`config.mk`:
```
export PLATFORM = sky130hd
export DESIGN_NAME = proc
export DESIGN_NICKNAME = d
export VERILOG_FILES = /design/src/source/cpuPkg.sv /design/src/source/proc.sv /design/src/source/hazardControl.sv /design/src/source/memoryStage.sv /design/src/source/executeStage.sv /design/src/source/decodeStage.sv /design/src/source/fetchStage.sv
export SDC_FILE = /design/constraint.sdc
export NUM_CORES = 2
export LEC_CHECK = 0
export BUFFER_PORTS_ARGS = -buffer_cell sky130_fd_sc_hd__buf_2
export CAP_MARGIN = 20
export CORE_UTILIZATION = 60
export CTS_CLUSTER_SIZE = 14
export DETAILED_ROUTE_END_ITERATION = 10
export HOLD_SLACK_MARGIN = 0.06
export PLACE_DENSITY = 0.87
export SLEW_MARGIN = 5
export SYNTH_ARGS = -nofsm -noshare
export SYNTH_HDL_FRONTEND = slang
export SYNTH_SLANG_ARGS = --single-unit
```
`constraint.sdc`:
```
create_clock -name clk -period 6.6 [get_ports clk]
set_clock_uncertainty 0.15 [all_clocks]
set_input_delay 1.32 -clock clk [delete_from_list [all_inputs] [get_ports clk]]
set_output_delay 1.32 -clock clk [all_outputs]
set_load 0.05 [all_outputs]
```
`src/source/cpuPkg.sv`:
```
//**************************************************************************
// CPU package: sizes, opcodes, instruction fields and pipeline stage types
//**************************************************************************
`default_nettype none

package cpuPkg;

    localparam int DataWidth     = 16;
    localparam int RegCount      = 8;
    localparam int RegIdxWidth   = 3;
    localparam int ImemDepth     = 64;
    localparam int DmemDepth     = 64;
    localparam int ImemAddrWidth = 6;
    localparam int DmemAddrWidth = 6;

    // Lowest bit of each instruction field
    localparam int OpcodeLsb = 11;
    localparam int RsLsb     = 8;
    localparam int RtLsb     = 5;
    localparam int RdLsb     = 2;

    // Immediate of ADDI/LD/ST and offset of BEQZ
    localparam int ImmWidth    = 5;
    localparam int OffsetWidth = 8;

    // Operand source selects
    localparam logic [1:0] FwdReg   = 2'd0;
    localparam logic [1:0] FwdExMem = 2'd1;
    localparam logic [1:0] FwdWb    = 2'd2;

    // ALU ops share 5'b001xx so the low bits give the ALU operation
    typedef enum logic [4:0] {
        OpNop  = 5'h00,
        OpAdd  = 5'h04,
        OpSub  = 5'h05,
        OpAnd  = 5'h06,
        OpXor  = 5'h07,
        OpAddi = 5'h08,
        OpLd   = 5'h09,
        OpSt   = 5'h0A,
        OpBeqz = 5'h0C,
        OpHalt = 5'h01
    } opcode_e;

    typedef enum logic [1:0] {
        AluAdd = 2'd0,
        AluSub = 2'd1,
        AluAnd = 2'd2,
        AluXor = 2'd3
    } aluOp_e;

    typedef struct packed {
        aluOp_e                 aluOp;
        logic                   useImm;
        logic                   memRead;
        logic                   memWrite;
        logic                   regWrite;
        logic                   branch;
        logic                   halt;
        logic                   illegal;
        logic [RegIdxWidth-1:0] dst;
    } ctrl_t;

    typedef struct packed {
        logic                 valid;
        logic [DataWidth-1:0] pc;
        logic [DataWidth-1:0] instr;
    } ifId_t;

    typedef struct packed {
        logic                   valid;
        ctrl_t                  ctrl;
        logic [DataWidth-1:0]   pc;
        logic [RegIdxWidth-1:0] rs;
        logic [RegIdxWidth-1:0] rt;
        logic [DataWidth-1:0]   opA;
        logic [DataWidth-1:0]   opB;
        logic [DataWidth-1:0]   imm;
    } idEx_t;

    typedef struct packed {
        logic                 valid;
        ctrl_t                ctrl;
        logic [DataWidth-1:0] aluResult;
        logic [DataWidth-1:0] storeData;
    } exMem_t;

    typedef struct packed {
        logic                   valid;
        logic                   regWrite;
        logic [RegIdxWidth-1:0] dst;
        logic [DataWidth-1:0]   data;
    } memWb_t;

    typedef struct packed {
        logic [ImemAddrWidth-1:0] addr;
        logic [DataWidth-1:0]     instr;
    } progLoad_t;

    typedef enum logic {
        RetReg   = 1'b0,
        RetStore = 1'b1
    } retireKind_e;

    // Index is the register number or the store address
    typedef struct packed {
        logic                     valid;
        retireKind_e              kind;
        logic [DmemAddrWidth-1:0] index;
        logic [DataWidth-1:0]     data;
    } retire_t;

endpackage

`default_nettype wire
```
`src/source/proc.sv`:
```
//**************************************************************************
// Five-stage pipelined 16-bit processor top level
//**************************************************************************
`timescale 1ns/1ns
`default_nettype none

module proc (
    input  logic               clk,
    input  logic               rstN,
    input  cpuPkg::progLoad_t  progLoad,
    input  logic               loadValid,
    input  logic               start,
    output logic               loadReady,
    output cpuPkg::retire_t    retire,
    output logic               halted,
    output logic               err
);
    import cpuPkg::*;

    ifId_t                  ifId;
    idEx_t                  idEx;
    exMem_t                 exMem;
    memWb_t                 memWb;
    logic [RegIdxWidth-1:0] rsIdx;
    logic [RegIdxWidth-1:0] rtIdx;
    logic                   run;
    logic                   stall;
    logic                   flush;
    logic [1:0]             fwdA;
    logic [1:0]             fwdB;
    logic                   branchTaken;
    logic [DataWidth-1:0]   branchTarget;

    fetchStage fetch0 (
        .clk(clk), .rstN(rstN), .progLoad(progLoad), .loadValid(loadValid),
        .start(start), .run(run), .stall(stall), .flush(flush),
        .branchTaken(branchTaken), .branchTarget(branchTarget),
        .loadReady(loadReady), .ifId(ifId)
    );

    decodeStage decode0 (
        .clk(clk), .rstN(rstN), .ifId(ifId), .stall(stall), .flush(flush),
        .wb(memWb), .idEx(idEx), .rsIdx(rsIdx), .rtIdx(rtIdx)
    );

    // Forwarding sources are the EX/MEM result and the writeback data
    executeStage exec0 (
        .clk(clk), .rstN(rstN), .idEx(idEx), .fwdA(fwdA), .fwdB(fwdB),
        .exMemFwd(exMem.aluResult), .wbData(memWb.data),
        .exMem(exMem), .branchTaken(branchTaken), .branchTarget(branchTarget)
    );

    memoryStage mem0 (
        .clk(clk), .rstN(rstN), .exMem(exMem), .memWb(memWb), .retire(retire)
    );

    hazardControl hzd0 (
        .clk(clk), .rstN(rstN), .start(start), .rsIdx(rsIdx), .rtIdx(rtIdx),
        .idEx(idEx), .exMem(exMem), .memWb(memWb), .branchTaken(branchTaken),
        .run(run), .stall(stall), .flush(flush), .fwdA(fwdA), .fwdB(fwdB),
        .halted(halted), .err(err)
    );

endmodule

`default_nettype wire

```
`src/source/hazardControl.sv`:
```
//**************************************************************************
// Hazard control: load-use stall, forwarding, flushes and run/halt/error
//**************************************************************************
`timescale 1ns/1ns
`default_nettype none

module hazardControl (
    input  logic                             clk,
    input  logic                             rstN,
    input  logic                             start,
    input  logic [cpuPkg::RegIdxWidth-1:0]   rsIdx,
    input  logic [cpuPkg::RegIdxWidth-1:0]   rtIdx,
    input  cpuPkg::idEx_t                    idEx,
    input  cpuPkg::exMem_t                   exMem,
    input  cpuPkg::memWb_t                   memWb,
    input  logic                             branchTaken,
    output logic                             run,
    output logic                             stall,
    output logic                             flush,
    output logic [1:0]                       fwdA,
    output logic [1:0]                       fwdB,
    output logic                             halted,
    output logic                             err
);
    import cpuPkg::*;

    logic stopNow;

    // Newest producer wins with EX/MEM ahead of writeback
    function automatic logic [1:0] fwdSel(input logic [RegIdxWidth-1:0] src);
        if (exMem.valid && exMem.ctrl.regWrite && !exMem.ctrl.memRead &&
            exMem.ctrl.dst == src) begin
            return FwdExMem;
        end
        if (memWb.valid && memWb.regWrite && memWb.dst == src) begin
            return FwdWb;
        end
        return FwdReg;
    endfunction

    always_comb begin
        fwdA = fwdSel(idEx.rs);
        fwdB = fwdSel(idEx.rt);
    end

    // Load in execute feeding the instruction in decode
    assign stall = idEx.valid && idEx.ctrl.memRead &&
                   (idEx.ctrl.dst == rsIdx || idEx.ctrl.dst == rtIdx);

    // HALT or illegal in execute kills everything younger
    assign stopNow = idEx.valid && (idEx.ctrl.halt || idEx.ctrl.illegal);
    assign flush   = branchTaken || stopNow;

    always_ff @(posedge clk or negedge rstN) begin
        if (!rstN) begin
            run    <= 1'b0;
            halted <= 1'b0;
            err    <= 1'b0;
        end else begin
            if (start) begin
                run <= 1'b1;
            end else if (stopNow) begin
                run <= 1'b0;
            end
            // HALT is entering writeback
            if (exMem.valid && exMem.ctrl.halt) begin
                halted <= 1'b1;
            end
            if (idEx.valid && idEx.ctrl.illegal) begin
                err <= 1'b1;
            end
        end
    end

endmodule

`default_nettype wire

```
`src/source/memoryStage.sv`:
```
//**************************************************************************
// Memory stage: data memory, MEM/WB register and the retire trace output
//**************************************************************************
`timescale 1ns/1ns
`default_nettype none

module memoryStage (
    input  logic            clk,
    input  logic            rstN,
    input  cpuPkg::exMem_t  exMem,
    output cpuPkg::memWb_t  memWb,
    output cpuPkg::retire_t retire
);
    import cpuPkg::*;

    logic [DataWidth-1:0]     dmem [DmemDepth];
    logic [DmemAddrWidth-1:0] addr;
    logic                     doStore;
    logic                     storeQ;
    logic [DmemAddrWidth-1:0] storeAddrQ;
    logic [DataWidth-1:0]     storeDataQ;

    assign addr    = exMem.aluResult[DmemAddrWidth-1:0];
    assign doStore = exMem.valid && exMem.ctrl.memWrite;

    always_ff @(posedge clk or negedge rstN) begin
        if (!rstN) begin
            for (int i = 0; i < DmemDepth; i++) begin
                dmem[i] <= '0;
            end
        end else if (doStore) begin
            dmem[addr] <= exMem.storeData;
        end
    end

    // Store details ride along so the trace shows them at writeback
    always_ff @(posedge clk or negedge rstN) begin
        if (!rstN) begin
            memWb      <= '0;
            storeQ     <= 1'b0;
            storeAddrQ <= '0;
            storeDataQ <= '0;
        end else begin
            memWb <= '{
                valid:    exMem.valid,
                regWrite: exMem.ctrl.regWrite,
                dst:      exMem.ctrl.dst,
                data:     exMem.ctrl.memRead ? dmem[addr] : exMem.aluResult
            };
            storeQ     <= doStore;
            storeAddrQ <= addr;
            storeDataQ <= exMem.storeData;
        end
    end

    always_comb begin
        retire = '0;
        if (memWb.valid && memWb.regWrite) begin
            retire.valid = 1'b1;
            retire.kind  = RetReg;
            retire.index = DmemAddrWidth'(memWb.dst);
            retire.data  = memWb.data;
        end else if (storeQ) begin
            retire.valid = 1'b1;
            retire.kind  = RetStore;
            retire.index = storeAddrQ;
            retire.data  = storeDataQ;
        end
    end

endmodule

`default_nettype wire

```
`src/source/executeStage.sv`:
```
//**************************************************************************
// Execute stage: operand forwarding, ALU, branch resolve and EX/MEM register
//**************************************************************************
`timescale 1ns/1ns
`default_nettype none

module executeStage (
    input  logic                           clk,
    input  logic                           rstN,
    input  cpuPkg::idEx_t                  idEx,
    input  logic [1:0]                     fwdA,
    input  logic [1:0]                     fwdB,
    input  logic [cpuPkg::DataWidth-1:0]   exMemFwd,
    input  logic [cpuPkg::DataWidth-1:0]   wbData,
    output cpuPkg::exMem_t                 exMem,
    output logic                           branchTaken,
    output logic [cpuPkg::DataWidth-1:0]   branchTarget
);
    import cpuPkg::*;

    logic [DataWidth-1:0] opA;
    logic [DataWidth-1:0] opB;
    logic [DataWidth-1:0] aluB;
    logic [DataWidth-1:0] aluResult;

    function automatic logic [DataWidth-1:0] pickOperand(
        input logic [1:0]           sel,
        input logic [DataWidth-1:0] regVal
    );
        case (sel)
            FwdExMem: return exMemFwd;
            FwdWb:    return wbData;
            default:  return regVal;
        endcase
    endfunction

    always_comb begin
        opA = pickOperand(fwdA, idEx.opA);
        opB = pickOperand(fwdB, idEx.opB);
    end

    assign aluB = idEx.ctrl.useImm ? idEx.imm : opB;

    always_comb begin
        case (idEx.ctrl.aluOp)
            AluAdd:  aluResult = opA + aluB;
            AluSub:  aluResult = opA - aluB;
            AluAnd:  aluResult = opA & aluB;
            default: aluResult = opA ^ aluB;
        endcase
    end

    // BEQZ tests the forwarded rs and targets PC+1 plus the offset
    assign branchTaken  = idEx.valid && idEx.ctrl.branch && (opA == '0);
    assign branchTarget = idEx.pc + DataWidth'(1) + idEx.imm;

    always_ff @(posedge clk or negedge rstN) begin
        if (!rstN) begin
            exMem <= '0;
        end else begin
            exMem <= '{
                valid:     idEx.valid,
                ctrl:      idEx.ctrl,
                aluResult: aluResult,
                storeData: opB
            };
        end
    end

endmodule

`default_nettype wire

```
`src/source/decodeStage.sv`:
```
//**************************************************************************
// Decode stage: control decoding, register file, immediates, ID/EX register
//**************************************************************************
`timescale 1ns/1ns
`default_nettype none

module decodeStage (
    input  logic                             clk,
    input  logic                             rstN,
    input  cpuPkg::ifId_t                    ifId,
    input  logic                             stall,
    input  logic                             flush,
    input  cpuPkg::memWb_t                   wb,
    output cpuPkg::idEx_t                    idEx,
    output logic [cpuPkg::RegIdxWidth-1:0]   rsIdx,
    output logic [cpuPkg::RegIdxWidth-1:0]   rtIdx
);
    import cpuPkg::*;

    logic [DataWidth-1:0]   regs [RegCount];
    logic [4:0]             opField;
    logic [RegIdxWidth-1:0] rdIdx;
    logic [DataWidth-1:0]   imm;
    logic [DataWidth-1:0]   rsData;
    logic [DataWidth-1:0]   rtData;
    logic                   wbWrite;
    ctrl_t                  ctrl;

    assign opField = ifId.instr[DataWidth-1:OpcodeLsb];
    assign rsIdx   = ifId.instr[RsLsb +: RegIdxWidth];
    assign rtIdx   = ifId.instr[RtLsb +: RegIdxWidth];
    assign rdIdx   = ifId.instr[RdLsb +: RegIdxWidth];

    always_comb begin
        ctrl     = '0;
        ctrl.dst = rtIdx;
        case (opField)
            OpNop: ;
            OpAdd, OpSub, OpAnd, OpXor: begin
                ctrl.aluOp    = aluOp_e'(opField[1:0]);
                ctrl.regWrite = 1'b1;
                ctrl.dst      = rdIdx;
            end
            OpAddi: begin
                ctrl.useImm   = 1'b1;
                ctrl.regWrite = 1'b1;
            end
            OpLd: begin
                ctrl.useImm   = 1'b1;
                ctrl.memRead  = 1'b1;
                ctrl.regWrite = 1'b1;
            end
            OpSt: begin
                ctrl.useImm   = 1'b1;
                ctrl.memWrite = 1'b1;
            end
            OpBeqz: ctrl.branch = 1'b1;
            OpHalt: ctrl.halt = 1'b1;
            default: ctrl.illegal = 1'b1;
        endcase
    end

    // BEQZ carries an 8-bit offset, the others a 5-bit immediate
    assign imm = (opField == OpBeqz) ?
        {{(DataWidth-OffsetWidth){ifId.instr[OffsetWidth-1]}}, ifId.instr[OffsetWidth-1:0]} :
        {{(DataWidth-ImmWidth){ifId.instr[ImmWidth-1]}}, ifId.instr[ImmWidth-1:0]};

    // Write-through so a same-cycle writeback is seen here
    assign wbWrite = wb.valid && wb.regWrite;
    assign rsData  = (wbWrite && wb.dst == rsIdx) ? wb.data : regs[rsIdx];
    assign rtData  = (wbWrite && wb.dst == rtIdx) ? wb.data : regs[rtIdx];

    always_ff @(posedge clk or negedge rstN) begin
        if (!rstN) begin
            for (int i = 0; i < RegCount; i++) begin
                regs[i] <= '0;
            end
        end else if (wbWrite) begin
            regs[wb.dst] <= wb.data;
        end
    end

    always_ff @(posedge clk or negedge rstN) begin
        if (!rstN) begin
            idEx <= '0;
        end else if (stall || flush) begin
            idEx.valid <= 1'b0;
        end else begin
            idEx <= '{
                valid: ifId.valid,
                ctrl:  ctrl,
                pc:    ifId.pc,
                rs:    rsIdx,
                rt:    rtIdx,
                opA:   rsData,
                opB:   rtData,
                imm:   imm
            };
        end
    end

endmodule

`default_nettype wire

```
`src/source/fetchStage.sv`:
```
//**************************************************************************
// Fetch stage: instruction memory with its load port, PC and IF/ID register
//**************************************************************************
`timescale 1ns/1ns
`default_nettype none

module fetchStage (
    input  logic                           clk,
    input  logic                           rstN,
    input  cpuPkg::progLoad_t              progLoad,
    input  logic                           loadValid,
    input  logic                           start,
    input  logic                           run,
    input  logic                           stall,
    input  logic                           flush,
    input  logic                           branchTaken,
    input  logic [cpuPkg::DataWidth-1:0]   branchTarget,
    output logic                           loadReady,
    output cpuPkg::ifId_t                  ifId
);
    import cpuPkg::*;

    logic [DataWidth-1:0] imem [ImemDepth];
    logic [DataWidth-1:0] pc;

    // Program words arrive only while the core is idle
    always_ff @(posedge clk) begin
        if (loadValid && loadReady) begin
            imem[progLoad.addr] <= progLoad.instr;
        end
    end

    // Idle until start, then the PC counts or follows a taken branch
    always_ff @(posedge clk or negedge rstN) begin
        if (!rstN) begin
            loadReady <= 1'b1;
            pc        <= '0;
        end else if (start && loadReady) begin
            loadReady <= 1'b0;
            pc        <= '0;
        end else if (branchTaken) begin
            pc <= branchTarget;
        end else if (run && !stall) begin
            pc <= pc + 1'b1;
        end
    end

    always_ff @(posedge clk or negedge rstN) begin
        if (!rstN) begin
            ifId <= '0;
        end else if (flush) begin
            ifId.valid <= 1'b0;
        end else if (!stall) begin
            ifId <= '{
                valid: run,
                pc:    pc,
                instr: imem[pc[ImemAddrWidth-1:0]]
            };
        end
    end

endmodule

`default_nettype wire

```
* After elaboration in Yosys (flattened, before gate mapping)
Memories as Yosys holds them, arrays and structs flattened.
Index checks and enable logic that the tools add are counted.
** Operators by class
- Multiplexer cells :: 58
- Order comparisons :: 6
- Add/subtract/negate cells :: 5
- Reductions and logical operators :: 38
- Bitwise operators :: 8
- Equal/unequal tests :: 24
** Operators with widths (number)
- $bwmux W1024 :: 1
- $mux W16 :: 16
- $bwmux W128 :: 1
- $bmux W16 S3 :: 2
- $bmux W16 S6 :: 1
- $demux W16 S6 :: 1
- $pmux W16 S2 :: 2
- $demux W16 S3 :: 1
- $mux W24 :: 2
- $pmux W16 S3 :: 1
- $mux W33 :: 1
- $add A16 B1 Y16 const B :: 2
- $add A16 B16 Y16 :: 2
- $eq A3 B3 Y1 :: 8
- $logic_and A1 B1 Y1 :: 22
- $eq A5 B3 Y1 const B :: 4
- $eq A5 B4 Y1 const B :: 4
- $mux W1 :: 19
- $mux W2 :: 9
- $and A16 B16 Y16 :: 1
- $logic_not A16 Y1 :: 1
- $sub A16 B16 Y16 :: 1
- $xor A16 B16 Y16 :: 1
- $ge A4 B4 Y1 const B :: 3
- 22 further kinds :: 33
** Word-level totals
- Register bits :: 1372
- RAM bits :: 1024
- Memories kept :: 1
- Word-level logic and storage cells :: 251
- Input port bits :: 26
** Memory list
- fetch0.imem :: depth 64, bits a word 16, read ports 1, clocked after memory_dff 0, wr ports 1, line fetchStage.sv:23 : logic [DataWidth-1:0] imem [ImemDepth];

* Logic depth before layout (Yosys ltp)
- Word-level depth :: 14
- Gate-level depth with buffers :: 22

* Modules after synthesis
Synthesis repeated with hierarchy kept, for this count alone.
** Second synthesis, totals
- Cell total of the unflattened synthesis :: 6746
- Area total of the unflattened synthesis :: 105273.5 um^2
** Modules (own cells, without submodules)
- memoryStage :: area an instance 48870.6 um^2, times used 1, cells an instance 3519, seq. area each 26725.6 um^2
- fetchStage :: area an instance 41553.6 um^2, times used 1, cells an instance 1946, seq. area each 32001.9 um^2
- decodeStage :: area an instance 10058.4 um^2, times used 1, cells an instance 740, seq. area each 5079.9 um^2
- executeStage :: area an instance 4434.3 um^2, times used 1, cells an instance 504, seq. area each 1126.1 um^2
- hazardControl :: area an instance 356.6 um^2, times used 1, cells an instance 37, seq. area each 75.1 um^2

* Worst setup path after synthesis
No wires, ideal clock.
- Path kind :: register to register
- From :: reg mem0.memWb[18] (netlist name)
- To :: reg exec0.exMem[31] (netlist name)
- Library setup time :: 0.144 ns
- Period minus slack after synthesis :: 4.723 ns
- Setup slack :: 1.877 ns
- Data required time :: 6.306 ns
- Stages on the path, launching flop included :: 23
- Arrival time :: 4.430 ns
- Path buffers :: 3
- Cell sequence :: dfrtp_1 buf_6 xor2_2 or4_4 buf_6 buf_6 a221oi_1 o31ai_2 nor3_4 nand2_1 nor2_1 a21oi_1 xnor2_1 ha_1 a21o_1 a21oi_1 nor2b_1 a41oi_1 o211ai_1 and2_1 or4b_1 nand4_1 a2111oi_2
** On the way
- Word-level cells in the longest chain between the ends :: 11
- Elaborated cells between the ends (all ways) :: 26
** Ends and longest elaborated chain
- $eq A3 B3 Y1 :: line hazardControl.sv:35 : if (memWb.valid && memWb.regWrite && memWb.dst == src) begin
- $logic_and A1 B1 Y1 :: line hazardControl.sv:35
- $mux W1 (2 in series) :: line hazardControl.sv:35
- $mux W2 :: line hazardControl.sv:38 : return FwdReg;
- $mux W2 :: line hazardControl.sv:35
- $eq A2 B2 Y1 / $eq A2 B1 Y1 (equally long branches) :: line executeStage.sv:30 : case (sel)
- $pmux W16 S2 :: line executeStage.sv:30
- $mux W16 :: line executeStage.sv:42 : assign aluB = idEx.ctrl.useImm ? idEx.imm : opB;
- $sub A16 B16 Y16, or another cell as far along :: line executeStage.sv:47 : AluSub: aluResult = opA - aluB;
- $pmux W16 S3 (*) :: line executeStage.sv:45 : case (idEx.ctrl.aluOp)
- named net exec0.aluResult[15] :: line executeStage.sv:24 : logic [DataWidth-1:0] aluResult;
The timed path passes the listed nets; every way through them passes the cells marked *. The select of a mux whose other input is x is not followed.
A chain may end at the register's enable or synchronous reset.

* Final worst setup path
- From :: reg mem0.memWb[16] (netlist name)
- To :: reg exec0.exMem[31] (netlist name)
** On the way
- Word-level cells in the longest chain between the ends :: 11
- Elaborated cells between the ends (all ways) :: 26
** Ends and longest elaborated chain (line)
- $eq A3 B3 Y1 :: hazardControl.sv:35
- $logic_and A1 B1 Y1 :: hazardControl.sv:35
- $mux W1 (2 in series) :: hazardControl.sv:35
- $mux W2 :: hazardControl.sv:38
- $mux W2 :: hazardControl.sv:35
- $eq A2 B2 Y1 / $eq A2 B1 Y1 (equally long branches) :: executeStage.sv:30
- $pmux W16 S2 :: executeStage.sv:30
- $mux W16 :: executeStage.sv:42
- $sub A16 B16 Y16, or another cell as far along :: executeStage.sv:47
- $pmux W16 S3 (*) :: executeStage.sv:45
- named net exec0.aluResult[15] :: executeStage.sv:24
Marks and branches as above.

==> flow_summary.toml <==
[timing]
fmaxAchievable_mhz = 181
setup_violations = 0
finalSetupTns_ns = 0
layout_worst_path_cycle_share = 0.838
worstMarginPinSlew_ns = 1.22
layout_min_cycle_time_ns = 5.53
final_hold_viol_count = 0
max_slew_margin = 0.184
drv_slew = 0
rsz0062_at_grt = "false"

[detailed_routing]
firstDrtPassIters = 6
route.vias.total = 63200
finalWirelength_um = 282000
postRouteAntennaNets = 0
remaining_drc_errors = 0
vias_per_cell = 7.07
initialDrtViolationCount = 9384
post_drt_wl_per_cell_um = 31.5

[power_and_ir_drop]
power.density_nw_per_um2 = 401
netSwitchingPower_uw = 16000
seqPwrFrac = 0.399
static-leakage-power_uw = 0.0454
vdd.ir_drop.worst_v = 0.000411
report.power.total_uw = 44600
cell_int_power_uw = 28600
switching_share = 0.359
pwr-share-clk = 0.287
proportion_of_power_drawn_by_combinational_gates = 0.314

[cells_and_area]
final_layout_size_suffix_gt1_frac = 0.324
finalNonFillerCells = 8950
post_layout_net_count = 6645
area_growth_pct = 10.8
fillers = 10300

[synth]
synth_edf_count = 1024
post_synth_main_area_contributors = "sky130_fd_sc_hd__dfrtp_1 33%, sky130_fd_sc_hd__edfxtp_1 31%, sky130_fd_sc_hd__mux2_2 14%"
synthDistinctLibCells = 75
dominantRegCellSynth = "sky130_fd_sc_hd__dfrtp_1"
largest_area_contributor_in_the_netlist = "sky130_fd_sc_hd__dfrtp_1"
syn-cell-area_um2 = 100000
avgSynthCellArea_um2 = 15.3
synth-warning-count = 0
synthesis.nets = 6644
synth-seq-cells = 2358
synth_cells = 6577
synth_seq_area_share = 0.639
synth_top_cell_area_share = 0.333
synth-async-reset-ratio = 0.566

[critical_path]
worst_path_max_fanout = 16
crit_chain = "xor2_1 > or4_4 > a221oi_1 > o31ai_2 > nor4_4 > nand3_2 > o21ai_0 > xor2_1 > ha_1 > and2_1 > a41oi_1 > o211ai_1 > and2_1 > or4b_1 > nand4_1 > a2111oi_2"
reg2reg_depth = 16
worstSetupStartpointType = "flip-flop"
worstSetupPathType = "reg2reg"
cpPeakStageDelay_ns = 0.62
endpoint_kind = "flip-flop"
crit_slowest_cell = "sky130_fd_sc_hd__or4_4"
cp.required_ns = 7.13
cp.arrival_ns = 6.06

[cts]
cts-buffers-inserted = 220
post_cts_buffers = 0
worst_skew_pair.late_latency_ns = 0.91
ctsRootBufferMaster = "sky130_fd_sc_hd__clkbuf_16"
cts_buffer_depth = 3
cts_h_tree_depth = 4
clk_transition_reported_paths_ns = 0.06
cts_sinks = 2358
cts_tree = "done"
post_cts_resize_count = 0
cts-hold-fix-buffers = 0

[placement]
global_placement_routability_congestion = 0.926
placedCellCount = 8531
detailed_place_hpwl_um = 158000
place.port_buffers = 52

[global_route]
number_of_antenna_violations_at_the_first_check_in_global_routing = 19
groute.usage.overall = 0.334
grt_first_pass_wirelength_um = 421000
grt_start_max_net_pins = 169
overflow = 0
number_of_global_route_vias_before_repair = 65200

[floorplanning]
i_o_pin_count = 53
floorplan.initialDensity = 0.606
fp.dieW_um = 411
design.die.area_um2 = 169000
placementRows = 149
coreArea_um2 = 166000
floorplan.die.height_um = 411

[status]
outcome = "finished clean"

[job]
max-cap-violations = 0

[min_path]
timing.hold.worst.class = "reg2reg"
min_delay_path_depth = 0
==> cells in the final DEF, fill, tap and decap left out, types with 109 or more instances in the layout <==
cell type                   synthesis  routed
sky130_fd_sc_hd__o21ai_0          145     145
sky130_fd_sc_hd__a31oi_1          109     109
sky130_fd_sc_hd__dfrtp_1         1333    1310
sky130_fd_sc_hd__mux2i_1          253     253
sky130_fd_sc_hd__clkbuf_16          0     222
sky130_fd_sc_hd__a22o_1           111     111
sky130_fd_sc_hd__a221oi_1         124     124
sky130_fd_sc_hd__a22oi_1          290     290
sky130_fd_sc_hd__a21oi_1          186     186
sky130_fd_sc_hd__nand2_1          214     213
sky130_fd_sc_hd__nor2_1           220     214
sky130_fd_sc_hd__edfxtp_1        1024    1024
sky130_fd_sc_hd__buf_4              8     230
sky130_fd_sc_hd__mux4_2           208     208
sky130_fd_sc_hd__mux2_2          1269    1269
==> power by group through the flow <==
stage | sequential [uW] | combinational (uW) | clock [uW]
after CTS | 17800 | 13500 | 12900
after global placement | 18000 | 12900 | 0
after floorplan | 17000 | 9480 | 0
final | 17800 | 14000 | 12800
after global routing | 17900 | 14700 | 13400
after detailed placement | 18100 | 13200 | 0
==> area by class of cell <==
class,count,area (um^2),share of cell area
multi-input cells,3656,34100,0.307
flip-flops and latches,2358,64200,0.577
inverters,27,101,0.000912
well taps,2189,2740,0.0246
diodes,7,17.5,0.000158
repair buffers,315,2700,0.0243
clock buffers,304,6190,0.0557
clock inverters,94,1100,0.00991
==> worst max-delay path: cells and delay by family (launching register included) <==
kind | cells | cell delay [ns]
xor+xnor | 2 | 0.58
simple gates | 7 | 2.27
flops | 1 | 0.58
compound gates | 6 | 1.45
fa+ha+maj | 1 | 0.29
==> logic make-up (layout without fill, tap and decap cells) <==
family | count (synthesis) | after routing | synth area share
flops | 2358 | 2358 | 0.639
mux | 1765 | 1765 | 0.218
other cells | 0 | 7 | 0
fa+ha+maj | 41 | 41 | 0.00526
buf+inv | 563 | 740 | 0.0218
compound gates | 1164 | 1164 | 0.0810
simple gates | 626 | 626 | 0.0288
xor+xnor | 60 | 60 | 0.00539
==> cell usage after synthesis (13+ instances only) <==
master	number
sky130_fd_sc_hd__dfrtp_1	1333
sky130_fd_sc_hd__a22oi_1	290
sky130_fd_sc_hd__mux2_1	35
sky130_fd_sc_hd__nor4_1	30
sky130_fd_sc_hd__a31oi_1	109
sky130_fd_sc_hd__buf_2	13
sky130_fd_sc_hd__buf_1	112
sky130_fd_sc_hd__mux4_2	208
sky130_fd_sc_hd__o221ai_1	64
sky130_fd_sc_hd__ha_1	39
sky130_fd_sc_hd__nor2_1	220
sky130_fd_sc_hd__nor3_1	21
sky130_fd_sc_hd__edfxtp_1	1024
sky130_fd_sc_hd__nand3_1	35
sky130_fd_sc_hd__xnor2_1	31
sky130_fd_sc_hd__xor2_1	27
sky130_fd_sc_hd__clkbuf_1	399
sky130_fd_sc_hd__o22ai_1	64
sky130_fd_sc_hd__inv_1	27
sky130_fd_sc_hd__a221oi_1	124
sky130_fd_sc_hd__nand2_1	214
sky130_fd_sc_hd__a22o_1	111
sky130_fd_sc_hd__mux2_2	1269
sky130_fd_sc_hd__o21ai_0	145
sky130_fd_sc_hd__mux2i_1	253
sky130_fd_sc_hd__nand4_1	27
sky130_fd_sc_hd__a21oi_1	186
==> state kept, by name (all words and copies together), names as in the netlist <==
signal	flops
exec0.exMem	40
decode0.idEx	65
mem0.storeQ	1
mem0.dmem	1024
fetch0.loadReady	1
hzd0.halted	1
mem0.storeAddrQ	6
hzd0.run	1
decode0.regs	128
mem0.memWb	21
fetch0.imem	1024
mem0.storeDataQ	16
fetch0.ifId	23
hzd0.err	1
fetch0.pc	6
==> layer usage <==
metal,wire [um],vias to the layer above,GRT usage
li1,-,25300,-
met1,102000,32300,0.450
met2,131000,4601,0.513
met3,33900,993,0.0823
met4,15100,22,0.161
met5,163,-,0
==> per-stage QoR <==
stage / cell area [um^2] / hold WS [ns] / utilization / setup WS [ns]
4_1_cts: 111000 / 0.231 / 0.669 / 1.14
2_1_floorplan: 100000 / 0.199 / - / 1.88
6_report: 111000 / 0.231 / 0.671 / 1.07
5_1_grt: 111000 / 0.247 / 0.671 / 0.666
3_5_place_dp: 104000 / 0.216 / 0.625 / 1.22
3_3_place_gp: 104000 / 0.211 / 0.625 / 1.28
==> worst paths after layout <==
check | start | to | slack, ns
setup / recovery | mem0.memWb[16] | exec0.exMem[31] | 1.07
hold / removal | decode0.idEx[77] | exec0.exMem[39] | 0.23
setup reg to reg | mem0.memWb[16] | exec0.exMem[31] | 1.07
hold reg to reg | decode0.idEx[77] | exec0.exMem[39] | 0.23
max in group asynchronous | rstN | mem0.dmem[776] | 4.41
min in group asynchronous | rstN | mem0.dmem[593] | 0.39
Note: power is estimated with default switching activity, not from simulation.
